$ cat src/design/testchip_pkg.sv
package testchip_pkg;

	// sram macro geometry
	localparam int ADDR_W   = 16;
	localparam int DATA_W   = 32;
	localparam int WMASK_W  = 4;   // one bit per byte lane

	// bank select carried at the top of the scan word
	localparam int SELECT_W = 4;

	// one port command as it sits in the scan word
	// csb and web are active low like on the macro pins
	typedef struct packed {
		logic [ADDR_W-1:0]  addr;
		logic [DATA_W-1:0]  din;
		logic               csb;
		logic               web;
		logic [WMASK_W-1:0] wmask;
	} sram_cmd_t;

	// complete scan word, msb first is chip_sel
	// port0 sits above port1 so a scan-out sends port0 before port1
	typedef struct packed {
		logic [SELECT_W-1:0] chip_sel;
		sram_cmd_t           port0;
		sram_cmd_t           port1;
	} scan_word_t;

	// total chain length, shifted one bit per clk on gpio
	localparam int SCAN_W = $bits(scan_word_t);

	// read data of a single bank, one word per port
	typedef struct packed {
		logic [DATA_W-1:0] data0;  // from port 0 dout
		logic [DATA_W-1:0] data1;  // from port 1 dout
	} rdata_pair_t;

	// what the scan register does on the next edge
	typedef enum logic [1:0] {
		OP_HOLD,
		OP_SHIFT,    // serial load from gpio
		OP_LOAD,     // parallel load from the logic analyzer
		OP_CAPTURE   // take read data into the din fields
	} load_op_t;

endpackage

$ cat src/design/scan_register.sv
`timescale 1ns/1ps

module scan_register (
	input  logic                      clk,
	input  logic                      resetn,
	input  logic                      gpio_in_i,    // serial data in
	input  logic                      gpio_scan_i,  // shift enable
	input  logic                      la_in_load_i,
	input  logic                      capture_i,
	input  testchip_pkg::scan_word_t  la_data_i,
	input  testchip_pkg::rdata_pair_t read_pair_i,
	output testchip_pkg::scan_word_t  scan_word_o
);

	import testchip_pkg::*;

	load_op_t   op;
	scan_word_t word_q;
	scan_word_t word_d;

	// fixed priority, shift wins over everything
	always_comb begin
		if (gpio_scan_i) begin
			op = OP_SHIFT;
		end else if (la_in_load_i) begin
			op = OP_LOAD;
		end else if (capture_i) begin
			op = OP_CAPTURE;
		end else begin
			op = OP_HOLD;
		end
	end

	always_comb begin
		word_d = word_q;
		case (op)
			OP_SHIFT: begin
				// msb drops out on gpio_out, new bit enters at lsb
				word_d = scan_word_t'({word_q[SCAN_W-2:0], gpio_in_i});
			end
			OP_LOAD: begin
				word_d = la_data_i;
			end
			OP_CAPTURE: begin
				// only the din fields are replaced
				// addr, control and select stay so the same access can be repeated
				word_d.port0.din = read_pair_i.data0;
				word_d.port1.din = read_pair_i.data1;
			end
			default: begin
				word_d = word_q;  // hold
			end
		endcase
	end

	always_ff @(posedge clk) begin
		if (!resetn) begin
			word_q <= '0;
		end else begin
			word_q <= word_d;
		end
	end

	assign scan_word_o = word_q;

endmodule

$ cat src/design/port_decoder.sv
`timescale 1ns/1ps

module port_decoder #(
	parameter int NUM_SRAMS = 16
) (
	input  testchip_pkg::scan_word_t scan_word_i,
	input  logic                     global_csb_i,  // high disables every bank
	output testchip_pkg::sram_cmd_t  port0_o,
	output testchip_pkg::sram_cmd_t  port1_o,
	output logic [NUM_SRAMS-1:0]     csb0_o,
	output logic [NUM_SRAMS-1:0]     csb1_o
);

	import testchip_pkg::*;

	logic csb0_masked;
	logic csb1_masked;

	// one-hot active low select for a single port
	// selects at or above NUM_SRAMS never match a bank index and leave all ones
	function automatic logic [NUM_SRAMS-1:0] expand_csb(
		input logic                csb,
		input logic [SELECT_W-1:0] sel
	);
		logic [NUM_SRAMS-1:0] vec;
		vec = '1;
		for (int i = 0; i < NUM_SRAMS; i++) begin
			if (!csb && (sel == SELECT_W'(i))) begin
				vec[i] = 1'b0;
			end
		end
		return vec;
	endfunction

	// global_csb overrides the per port field
	assign csb0_masked = global_csb_i | scan_word_i.port0.csb;
	assign csb1_masked = global_csb_i | scan_word_i.port1.csb;

	// shared command buses go to all banks
	// only the csb vectors pick out the target
	always_comb begin
		port0_o     = scan_word_i.port0;
		port0_o.csb = csb0_masked;
		port1_o     = scan_word_i.port1;
		port1_o.csb = csb1_masked;
	end

	always_comb begin
		csb0_o = expand_csb(csb0_masked, scan_word_i.chip_sel);
		csb1_o = expand_csb(csb1_masked, scan_word_i.chip_sel);
	end

endmodule

$ cat src/design/readback_mux.sv
`timescale 1ns/1ps

module readback_mux #(
	parameter int NUM_SRAMS = 16
) (
	input  logic [testchip_pkg::SELECT_W-1:0] chip_sel_i,
	input  testchip_pkg::rdata_pair_t         sram_rdata_i [NUM_SRAMS],
	output testchip_pkg::rdata_pair_t         read_pair_o
);

	import testchip_pkg::*;

	// pick the dout pair of the selected bank
	// unpopulated selects read back as zero so a bad select is visible
	always_comb begin
		read_pair_o = '0;
		for (int i = 0; i < NUM_SRAMS; i++) begin
			if (chip_sel_i == SELECT_W'(i)) begin
				read_pair_o = sram_rdata_i[i];
			end
		end
	end

endmodule

$ cat src/design/openram_testchip.sv
`timescale 1ns/1ps

module openram_testchip #(
	parameter int NUM_SRAMS = 16  // at most 2**SELECT_W banks
) (
	input  logic                      clk,
	input  logic                      resetn,

	// gpio scan chain
	input  logic                      gpio_in_i,
	input  logic                      gpio_scan_i,
	input  logic                      gpio_sram_load_i,
	output logic                      gpio_out_o,

	// logic analyzer side
	input  logic                      la_in_load_i,
	input  logic                      la_sram_load_i,
	input  testchip_pkg::scan_word_t  la_data_i,
	output testchip_pkg::scan_word_t  la_data_o,

	input  logic                      global_csb_i,

	// sram macros
	input  testchip_pkg::rdata_pair_t sram_rdata_i [NUM_SRAMS],
	output testchip_pkg::sram_cmd_t   port0_o,
	output testchip_pkg::sram_cmd_t   port1_o,
	output logic [NUM_SRAMS-1:0]      csb0_o,  // one per bank, active low
	output logic [NUM_SRAMS-1:0]      csb1_o
);

	import testchip_pkg::*;

	scan_word_t  scan_word;
	rdata_pair_t read_pair;
	logic        capture;

	// either strobe samples the read data
	assign capture = gpio_sram_load_i | la_sram_load_i;

	scan_register u_scan_register (
		.clk          (clk),
		.resetn       (resetn),
		.gpio_in_i    (gpio_in_i),
		.gpio_scan_i  (gpio_scan_i),
		.la_in_load_i (la_in_load_i),
		.capture_i    (capture),
		.la_data_i    (la_data_i),
		.read_pair_i  (read_pair),
		.scan_word_o  (scan_word)
	);

	port_decoder #(
		.NUM_SRAMS (NUM_SRAMS)
	) u_port_decoder (
		.scan_word_i  (scan_word),
		.global_csb_i (global_csb_i),
		.port0_o      (port0_o),
		.port1_o      (port1_o),
		.csb0_o       (csb0_o),
		.csb1_o       (csb1_o)
	);

	readback_mux #(
		.NUM_SRAMS (NUM_SRAMS)
	) u_readback_mux (
		.chip_sel_i   (scan_word.chip_sel),
		.sram_rdata_i (sram_rdata_i),
		.read_pair_o  (read_pair)
	);

	// readback of the word itself
	assign la_data_o  = scan_word;
	assign gpio_out_o = scan_word[SCAN_W-1];  // scan-out is msb first

endmodule

$ cat config.mk
export PLATFORM = sky130hd
export DESIGN_NAME = openram_testchip
export DESIGN_NICKNAME = d
export VERILOG_FILES = /design/src/design/testchip_pkg.sv /design/src/design/scan_register.sv /design/src/design/port_decoder.sv /design/src/design/readback_mux.sv /design/src/design/openram_testchip.sv
export SDC_FILE = /design/constraint.sdc
export NUM_CORES = 1
export LEC_CHECK = 0
export BUFFER_PORTS_ARGS = -buffer_cell sky130_fd_sc_hd__buf_2
export CORE_AREA = 4 4 534 536
export CTS_CLUSTER_DIAMETER = 200
export DETAILED_ROUTE_END_ITERATION = 12
export DIE_AREA = 0 0 538 540
export PLACE_DENSITY = 0.3
export SLEW_MARGIN = 20
export SYNTH_ARGS = -nofsm -noshare
export SYNTH_HDL_FRONTEND = slang
export SYNTH_SLANG_ARGS = --single-unit
$ cat constraint.sdc
create_clock -name clk -period 1.85 [get_ports clk]
set_input_delay 0 -clock clk [delete_from_list [all_inputs] [get_ports clk]]
set_output_delay 0 -clock clk [all_outputs]
set_load 0.1 [all_outputs]
==> results of run 1 <==
==> Yosys cell counts (all sizes together) (19+ instances only) <==
| cell type | instances | area share [%] |
|---|---|---|
| nand3 | 44 | 1.4 |
| o21a | 21 | 0.98 |
| a22oi | 95 | 4.4 |
| a22o | 22 | 1.2 |
| nand2 | 219 | 5.1 |
| mux4 | 27 | 3.8 |
| dfxtp | 112 | 14 |
| o221a | 19 | 1.3 |
| a21oi | 274 | 8.5 |
| inv | 22 | 0.51 |
| nor2 | 181 | 4.4 |
| clkbuf | 98 | 2.3 |
| o2bb2ai | 19 | 1.0 |
| o22ai | 87 | 3.4 |
| nor3 | 30 | 1.0 |
| a221o | 29 | 1.8 |
| o221ai | 52 | 2.8 |
| o211ai | 21 | 0.98 |
| buf | 266 | 11 |
| mux2i | 109 | 6.8 |
| a221oi | 50 | 2.8 |
| a211oi | 22 | 1.0 |
| o211a | 50 | 3.1 |
| o21ai | 166 | 5.2 |
| nor2b | 25 | 0.97 |
==> cell type report <==
type	count	area, um^2	share of cell area, %
timing repair buffer	2261	17600	43.3
multi-input combinational	1767	15200	37.6
tap	3743	4680	11.5
sequential	112	2270	5.60
antenna	148	370	0.913
clock buffer	9	225	0.555
inverter	22	105	0.259
clock inverter	7	103	0.253
==> path summary, 6_finish.rpt <==
check / from / end / cells past startpoint
setup / recovery: u_scan_register.scan_word_o[110]$_SDFFE_PN0P_ / u_scan_register.scan_word_o[83]$_SDFFE_PN0P_ / 11
hold / removal: sram_rdata_i[1] / u_scan_register.scan_word_o[7]$_SDFFE_PN0P_ / 5
setup reg to reg: u_scan_register.scan_word_o[110]$_SDFFE_PN0P_ / u_scan_register.scan_word_o[83]$_SDFFE_PN0P_ / 11
hold reg to reg: u_scan_register.scan_word_o[47]$_SDFFE_PN0P_ / u_scan_register.scan_word_o[48]$_SDFFE_PN0P_ / 1
==> metal layers <==
layer / global-route usage, % / up-vias / part of all wire, %
met5: 0 / - / 0.48
met4: 5.27 / 240 / 3.5
met3: 9.46 / 689 / 11
met2: 34.9 / 2131 / 45
met1: 25.9 / 15100 / 40
li1: - / 12700 / -
==> critical path, cell delays in order (launching register included) <==
cell and delay (ns):
dfxtp_4 0.45, buf_12 0.14, buf_12 0.11, nor2b_4 0.04
buf_6 0.12, a22oi_2 0.24, buf_4 0.18, o221ai_2 0.08
a222oi_1 0.43, o31ai_1 0.17, buf_4 0.21, a221o_1 0.29
==> cell families after synthesis <==
| group | synth area share [%] |
|---|---|
| buffers and inverters | 13.4 |
| flip-flops | 13.9 |
| AND/OR/NAND/NOR | 15.2 |
| AO/OA/AOI/OAI | 45.8 |
| multiplexers | 11.7 |
==> power groups by stage <==
stage / Sequential [mW] / Clock [mW] / Combinational (mW)
finish: 3.27 / 2.60 / 15.5
global route: 3.30 / 2.81 / 16.0
CTS: 3.30 / 2.83 / 14.6
detailed placement: 3.36 / 0 / 13.0
global placement: 3.36 / 0 / 13.0
floorplan: 4.41 / 0 / 4.79
==> per-stage QoR <==
stage          TNS [ns]  power, mW  worst slack (ns)
5_1_grt          -51.68       22.1            -0.792
3_3_place_gp     -64.34       16.3             -1.38
6_report         -46.64       21.3            -0.764
4_1_cts          -57.15       20.8            -0.824
2_1_floorplan     -9.30       9.19            -0.252
3_5_place_dp     -64.30       16.3             -1.31
==> repair_timing <==
action	4_1_cts	5_1_grt
pin swaps	124	224
cloned	12	10
hold buffers	131	1
gates resized for setup	609	420
endpoints found under the hold margin	97	1
endpoints found under the setup margin	125	114
setup buffers	109	120
==> metrics.md, run 1 <==
| Metric | Value |
|---|---|
| Status | `complete, but fails checks` |
| Failing checks | `negative setup slack` |
| Synth Cell Area | `16100 um^2` |
| CTS clk-pin slew, worst paths | `0.12 ns` |
| Clk_lat worst skew | `0.46 ns` |
| CTS buffer count | `9` |
| Largest register FFs | `112` |
| VDD IR max | `0.433 mV` |
| Die Wd | `538 um` |
| Nets | `5317` |
| CTS tree | `built` |
| Io pins | `1397` |
| Maximum root-to-sink buffer count | `2` |
| Most frequent cells in the layout | `buf_2 (1342), buf_4 (403), a21oi_1 (213)` |
| Final setup fails | `98` |
| Drt initial violations | `2710` |
| Wire per inst | `41.5 um` |
| Remaining DRCs | `0` |
| Critical path class | `reg2reg` |
| Die H | `540 um` |
| Commonest non-fill, non-tap cell in the layout | `buf_2` |
| Main synth FF type | `dfxtp_1` |
| Part of the power in registers | `15.3%` |
| Placed cells | `7571` |
| Synth async-reset ratio | `0%` |
| Clock sinks | `112` |
| Post-synth EDFFs | `0` |
| Non-filler cells, final | `8069` |
| Fin. Hold Viols | `0` |
| Total core area | `281000 um^2` |
| Pin count of the biggest net entering global routing | `74` |
| Drt pass-1 iters | `8` |
| Vias in the first global route | `29500` |
| Final min period | `2.61 ns` |
| First-pass GRT wire length | `390000 um` |
| Netlist cell types | `78` |
| WP data arrival | `2.95 ns` |
| Hpwl dp | `292000 um` |
| Hold WC Path Type | `in2reg` |
| Slew Viols, Final | `0` |
| Yosys reg bits | `112` |
| Startpoint Class | `register` |
| Gr usage total | `21.5%` |
| Placement Cell Area | `31800 um^2` |
| Total number of vias | `30900` |
| ANT nets after route | `0` |
| Critical Path RT | `2.19 ns` |
| Area Overhead vs Synth | `152%` |
| Share of layout cells above drive strength 1 | `64.8%` |
| Worst Tran Pin Value | `1.39 ns` |
| Pwr Density | `526 nW/um^2` |
| Port buffer count | `1396` |
| Fmax | `0.383 GHz` |
| Net Count, Synth | `3409` |
| Clock power share | `12.2%` |
| Fin worst setup slack | `-0.764 ns` |
| LEAKAGE | `17.1 nW` |
| Comb pwr share | `72.5%` |
| Relative slew margins | `6.12%` |
| Worst-path maximum fanout | `4` |
| Post-Route WL | `335000 um` |
| # rows | `195` |
| Post-layout instance area | `40600 um^2` |
| Unrepaired setup endpoints after global routing | `yes` |
| Die area | `291000 um^2` |
| Internal | `9.18 mW` |
| CTS root buffer | `clkbuf_16` |
| Syn_area_per_cell | `7.11 um^2` |
| Fin crit share | `141%` |
| Hold_ws | `0.00933 ns` |
| Fillers | `32400` |
| Sw Pwr | `12.2 mW` |
| Sequential share of the synthesized area | `13.9%` |
| Vias per std cell | `3.83` |
| CP endpoint kind | `register` |
| Congestion Overflow GR | `0` |
| Synth warn | `0` |
| Mapped Cells | `2265` |
| Max Cap Viol | `0` |
| Skew final | `0.0376 ns` |
| Initial Utilization | `5.74%` |
| Placer Congestion | `0.957` |
| Final core occ | `14.4%` |
| Switch share | `57.0%` |
| R2R Setup Slk | `-0.76 ns` |
| H-tree Lvls | `3` |
| Antenna violations before repair | `401` |
No activity file was read; power rests on OpenSTA's default activity.
==> run 2: changes to the inputs <==
==> constraint.sdc (replaced) <==
create_clock -name clk -period 1.85 [get_ports clk]
set_input_delay 0.0925 -clock clk [delete_from_list [all_inputs] [get_ports clk]]
set_output_delay 0.0925 -clock clk [all_outputs]
set_load 0.1 [all_outputs]
==> run 2 against run 1 <==
  * The run still ends with negative setup slack left
  * Register-to-register slack about the same
  * Via count decreased by 0.23%
  * Maximum frequency increased by 0.47%
  * Clock skew decreased by 0.021 ns
  * Cell area increased by 2.6%
  * Sequential share of layout area decreased by 0.14 points
  * Largest power group unchanged
  * Die area unchanged
  * Worst setup slack improved by 0.012 ns
  * Combinational power increased by 4%
  * Sequential cell count unchanged
==> metrics.md, run 2 (synthesis results as in run 1) <==
| Metric | Value |
|---|---|
| Unrepaired setup endpoints after global routing | `yes` |
| Most frequent cells in the layout | `buf_2 (1317), buf_4 (590), buf_12 (208)` |
| Worst-path maximum fanout | `8` |
| Critical path cell sequence | `buf_12 > buf_12 > nor3b_4 > buf_12 > buf_12 > a21oi_4 > a2bb2oi_4 > o22ai_4 > a221oi_4 > o41ai_2` |
| LEAKAGE | `17.7 nW` |
| Antenna violations before repair | `308` |
| CTS root buffer | `clkbuf_16` |
| Congestion Overflow GR | `0` |
| Part of the power in registers | `14.0%` |
| Worst Tran Pin Value | `1.04 ns` |
| Total core area | `281000 um^2` |
| Wire per inst | `38.6 um` |
| Startpoint Class | `register` |
| Critical path class | `reg2reg` |
| # rows | `195` |
| CP max stage delay | `0.62 ns` |
| Comb pwr share | `74.4%` |
| Die Wd | `538 um` |
| Post-layout instance area | `41600 um^2` |
| Placed cells | `7742` |
| Placement Cell Area | `33400 um^2` |
| Pin count of the biggest net entering global routing | `51` |
| Max Cap Viol | `0` |
| VDD IR max | `0.391 mV` |
| Maximum root-to-sink buffer count | `2` |
| CTS buffer count | `9` |
| Final min period | `2.60 ns` |
| Vias per std cell | `3.77` |
| Pwr Density | `519 nW/um^2` |
| First-pass GRT wire length | `376000 um` |
| Drt initial violations | `2552` |
| Share of layout cells above drive strength 1 | `67.5%` |
| Relative slew margins | `30.6%` |
| WP data arrival | `2.95 ns` |
| Hold WC Path Type | `in2reg` |
| Internal | `9.47 mW` |
| Drt pass-1 iters | `6` |
| Total Power | `21.6 mW` |
| Hpwl dp | `281000 um` |
| Remaining DRCs | `0` |
| Fin worst setup slack | `-0.752 ns` |
| Clock sinks | `112` |
| Port buffer count | `1396` |
| CTS clk-pin slew, worst paths | `0.11 ns` |
| Non-filler cells, final | `8173` |
| Fmax | `0.384 GHz` |
| Sequential Area | `2270 um^2` |
| Multi-input logic area | `15400 um^2` |
| Total number of vias | `30800` |
| Switch share | `56.2%` |
| Status | `complete, but fails checks` |
| Sw Pwr | `12.1 mW` |
| Die H | `540 um` |
| Post-Route WL | `315000 um` |
| Fillers | `32200` |
| Fin. Hold Viols | `0` |
| CTS tree | `built` |
| ANT nets after route | `0` |
| Final setup fails | `97` |
| Placer Congestion | `0.942` |
| Clock power share | `11.5%` |
| Die area | `291000 um^2` |
| Nets | `5423` |
| Largest register FFs | `112` |
| Io pins | `1397` |
| H-tree Lvls | `3` |
| Gr usage total | `20.4%` |
| CP endpoint kind | `register` |
| Fin crit share | `141%` |
| Final core occ | `14.8%` |
| Initial Utilization | `5.74%` |
| Most used cell, CP | `buf_12` |
| Slew Viols, Final | `0` |
| Vias in the first global route | `30600` |
| Hold_ws | `0.0154 ns` |
| Critical Path RT | `2.20 ns` |
| Top delay family on crit path | `compound AO/OA/AOI/OAI gates` |
| Commonest non-fill, non-tap cell in the layout | `buf_2` |
| Skew final | `0.0167 ns` |
| Failing checks | `negative setup slack` |
| CP bufs+invs | `4` |
| Clk_lat worst skew | `0.48 ns` |
| Slowest cell on crit path | `a221oi_4` |
| Area Overhead vs Synth | `158%` |
==> run 2: changes by cell type in the layout (fill, tap and decap cells not counted), moves of 14 or more <==
cell           before   now
a21oi_1           213   190
buf_6             136   122
buf_12            185   208
dlygate4sd3_1     132    60
buf_4             403   590
buf_2            1342  1317
a21oi_2            50    64
o21ai_0           106   122
buf_8              32    52
==> run 2: repair_timing <==
| item | CTS | global route |
|---|---|---|
| cloned | 8 | 8 |
| endpoints found under the setup margin | 117 | 98 |
| resized for setup | 603 | 467 |
| pin swaps | 114 | 226 |
| hold buffers | 60 | 0 |
| hold endpoints to repair | 54 | 0 |
| setup buffers | 105 | 132 |
==> run 2: layout make-up <==
cell class              instances  share of cell area [%]
repair buffers               2367                    44.3
multi-input cells            1767                    37.1
well taps                    3743                    11.3
flip-flops and latches        112                    5.46
diodes                        146                   0.878
clock buffers                   9                   0.541
inverters                      22                   0.247
clock inverters                 7                   0.222
==> run 2: path summary, 6_finish.rpt <==
| path | from | end | slack, ns | cells after the start |
|---|---|---|---|---|
| worst max-delay path | u_scan_register.scan_word_o[110]$_SDFFE_PN0P_ | u_scan_register.scan_word_o[75]$_SDFFE_PN0P_ | -0.75 | 10 |
| worst max register to register | u_scan_register.scan_word_o[110]$_SDFFE_PN0P_ | u_scan_register.scan_word_o[75]$_SDFFE_PN0P_ | -0.75 | 10 |
| worst min-delay path | sram_rdata_i[54] | u_scan_register.scan_word_o[82]$_SDFFE_PN0P_ | 0.02 | 4 |
| worst min register to register | u_scan_register.scan_word_o[104]$_SDFFE_PN0P_ | u_scan_register.scan_word_o[105]$_SDFFE_PN0P_ | 0.56 | 1 |
==> run 2: metal layers <==
metal | GRT usage, % | vias up | wire (um)
li1 | - | 12900 | -
met1 | 24.9 | 15100 | 127000
met2 | 33.9 | 2045 | 143000
met3 | 6.55 | 620 | 29300
met4 | 6.72 | 164 | 14100
met5 | 0 | - | 1050
==> run 2: power by group through the flow <==
stage	Sequential, mW	Combinational, mW	Clock [mW]
finish	3.03	16.1	2.49
detailed placement	3.10	13.7	0
global placement	3.10	13.8	0
CTS	3.05	15.3	2.65
global route	3.06	16.6	2.64
floorplan	4.41	4.77	0
==> run 2: tightest hold or removal path: stages <==
cell	delay (ns)
buf_2	0.08
a21oi_1	0.06
o21a_4	0.14
o22ai_2	0.08
==> run 2: per-stage QoR <==
step	TNS [ns]	setup WS [ns]
final	-50.36	-0.752
after detailed placement	-64.83	-1.67
after CTS	-52.77	-0.786
after global placement	-71.17	-1.80
after global routing	-55.52	-0.779
after floorplan	-11.00	-0.252
==> run 3: changes to the inputs <==
--- a/config.mk
+++ b/config.mk
@@ -5,12 +5,14 @@
 export SDC_FILE = /design/constraint.sdc
 export NUM_CORES = 1
 export LEC_CHECK = 0
-export BUFFER_PORTS_ARGS = -buffer_cell sky130_fd_sc_hd__buf_2
-export CORE_AREA = 4 4 534 536
+export BUFFER_PORTS_ARGS = -buffer_cell sky130_fd_sc_hd__buf_4
+export CELL_PAD_IN_SITES_DETAIL_PLACEMENT = 0
+export CELL_PAD_IN_SITES_GLOBAL_PLACEMENT = 1
+export CORE_AREA = 4 4 544 546
 export CTS_CLUSTER_DIAMETER = 200
 export DETAILED_ROUTE_END_ITERATION = 12
-export DIE_AREA = 0 0 538 540
-export PLACE_DENSITY = 0.3
+export DIE_AREA = 0 0 548 550
+export PLACE_DENSITY = 0.36
 export SLEW_MARGIN = 20
 export SYNTH_ARGS = -nofsm -noshare
 export SYNTH_HDL_FRONTEND = slang
==> run 3 against run 2 <==
  * Clock skew rose by 0.023 ns
  * Sequential power up 2%
  * First-iteration DRC count is 12% lower
  * Largest power group unchanged
  * Critical path type unchanged
  * The flow still finishes with violations (negative setup slack)
  * Maximum frequency is 2.6% lower
  * Worst hold slack better by 0.028 ns
  * Cell count fell by 0.86%
==> metrics.md, run 3 (synthesis results as in run 1) <==
| Metric | Value |
|---|---|
| Pwr Density | `512 nW/um^2` |
| Skew final | `0.0394 ns` |
| Antenna violations before repair | `253` |
| Total Power | `21.3 mW` |
| LEAKAGE | `17.3 nW` |
| Top Layer Used | `met5` |
| Wire length on met1 | `136000 um` |
| Placed cells | `7813` |
| Non-filler cells, final | `8103` |
| Placer Congestion | `0.900` |
| Met2 Wirelength | `150000 um` |
| Clk_lat worst skew | `0.46 ns` |
| CTS clk-pin slew, worst paths | `0.10 ns` |
| Die Wd | `548 um` |
| Port buffer count | `1396` |
| Slew Viols, Final | `0` |
| ANT nets after route | `0` |
| Initial Utilization | `5.54%` |
| Die area | `301000 um^2` |
| Startpoint Class | `register` |
| Gr usage total | `20.3%` |
| Most used cell, CP | `buf_12` |
| Nets | `5261` |
| Hpwl dp | `289000 um` |
| Final setup fails | `98` |
| Critical path class | `reg2reg` |
| Fin crit share | `144%` |
| Total core area | `291000 um^2` |
| Congestion Overflow GR | `0` |
| Drt initial violations | `2251` |
| CTS buffer count | `9` |
| Area Overhead vs Synth | `158%` |
| Post-Route WL | `323000 um` |
| Met3 wire len | `29700 um` |
| Pin count of the biggest net entering global routing | `88` |
| Most frequent cells in the layout | `buf_4 (1858), a21oi_1 (227), nand2_1 (178)` |
| Status | `complete, but fails checks` |
| # rows | `198` |
| Failing checks | `negative setup slack` |
| Drt pass-1 iters | `6` |
| Fmax | `0.374 GHz` |
| H-tree Lvls | `3` |
| Commonest non-fill, non-tap cell in the layout | `buf_4` |
| Post-layout instance area | `41500 um^2` |
| Slowest cell on crit path | `a221oi_2` |
| Top delay family on crit path | `compound AO/OA/AOI/OAI gates` |
| Final min period | `2.67 ns` |
| Maximum root-to-sink buffer count | `2` |
| Die H | `550 um` |
| Clock sinks | `112` |
| Worst Tran Pin Value | `0.933 ns` |
| Pre-CTS setup slack | `-1.61 ns` |
| First-pass GRT wire length | `386000 um` |
| Critical path cell sequence | `buf_12 > buf_12 > mux2_2 > a22oi_2 > o221ai_1 > a221oi_2 > o21a_2 > o22ai_1` |
| Fin worst setup slack | `-0.822 ns` |
| Largest register FFs | `112` |
| Wire per inst | `39.9 um` |
| Hold WC Path Type | `in2reg` |
| Worst-path maximum fanout | `13` |
| Remaining DRCs | `0` |
| VDD IR max | `0.430 mV` |
| Total number of vias | `29400` |
| Share of layout cells above drive strength 1 | `63.8%` |
| Vias in the first global route | `29900` |
| Hold_ws | `0.0432 ns` |
| Relative slew margins | `37.8%` |
| Critical Path RT | `2.15 ns` |
| Io pins | `1397` |
| CTS tree | `built` |
| CP bufs+invs | `2` |
| CTS root buffer | `clkbuf_16` |
| Fin. Hold Viols | `0` |
| CP endpoint kind | `register` |
| Max Cap Viol | `0` |
| Final core occ | `14.3%` |
| Vias per std cell | `3.63` |
| CP max stage delay | `0.45 ns` |
| Unrepaired setup endpoints after global routing | `yes` |
| WP data arrival | `2.98 ns` |
| Fillers | `33500` |
| Placement Cell Area | `35600 um^2` |
| Setup_tns | `-53.59 ns` |
[run 3: cell types whose count changed in the layout (fill, tap and decap cells not counted), sizes merged]
cell / change
inv: +2
clkinvlp: -1
diode: -65
clkinv: -1
bufbuf: -3
buf: -159
[run 3: worst paths after layout]
kind / slack (ns) / endpoint / startpoint / cells after the start
setup / recovery: -0.82 / u_scan_register.scan_word_o[77]$_SDFFE_PN0P_ / u_scan_register.scan_word_o[109]$_SDFFE_PN0P_ / 8
hold / removal: 0.04 / u_scan_register.scan_word_o[92]$_SDFFE_PN0P_ / resetn / 2
setup reg to reg: -0.82 / u_scan_register.scan_word_o[77]$_SDFFE_PN0P_ / u_scan_register.scan_word_o[109]$_SDFFE_PN0P_ / 8
hold reg to reg: 0.58 / u_scan_register.scan_word_o[96]$_SDFFE_PN0P_ / u_scan_register.scan_word_o[95]$_SDFFE_PN0P_ / 1
[run 3: worst reg2reg max path: cells and delay by family, from the launching register on]
family,cells,cell delay (ns)
buffers and inverters,2,0.36
multiplexers,1,0.35
AO/OA/AOI/OAI,5,1.39
flip-flops,1,0.44
[run 3: where the power goes]
| group | switching (mW) | total [mW] | internal [mW] | leakage (nW) |
|---|---|---|---|---|
| sequential | 0.467 | 3.09 | 2.63 | 0.932 |
| combinational | 9.81 | 15.7 | 5.89 | 16.3 |
| clock | 1.49 | 2.47 | 0.981 | 0.151 |
[run 3: final cells by class]
cell class	instances	area (um^2)	share of cell area, %
clock buffers	9	225	0.542
clock inverters	7	77.6	0.187
inverters	22	100	0.241
well taps	3900	4880	11.7
multi-input cells	1767	14400	34.6
flip-flops and latches	112	2260	5.45
diodes	81	203	0.488
repair buffers	2205	19400	46.8
[run 3: metal layers]
| metal | track usage, % | up-vias |
|---|---|---|
| li1 | - | 12500 |
| met1 | 24.8 | 14600 |
| met2 | 33.8 | 1683 |
| met3 | 7.98 | 445 |
| met4 | 3.67 | 184 |
| met5 | 0 | - |
[run 3: timing repair]
action | CTS | global route
hold buffers | 60 | 0
endpoints found under the setup margin | 109 | 99
cloned | 4 | 8
setup buffers | 82 | 64
resized for setup | 484 | 260
endpoints found under the hold margin | 58 | 0
pin swaps | 97 | 117
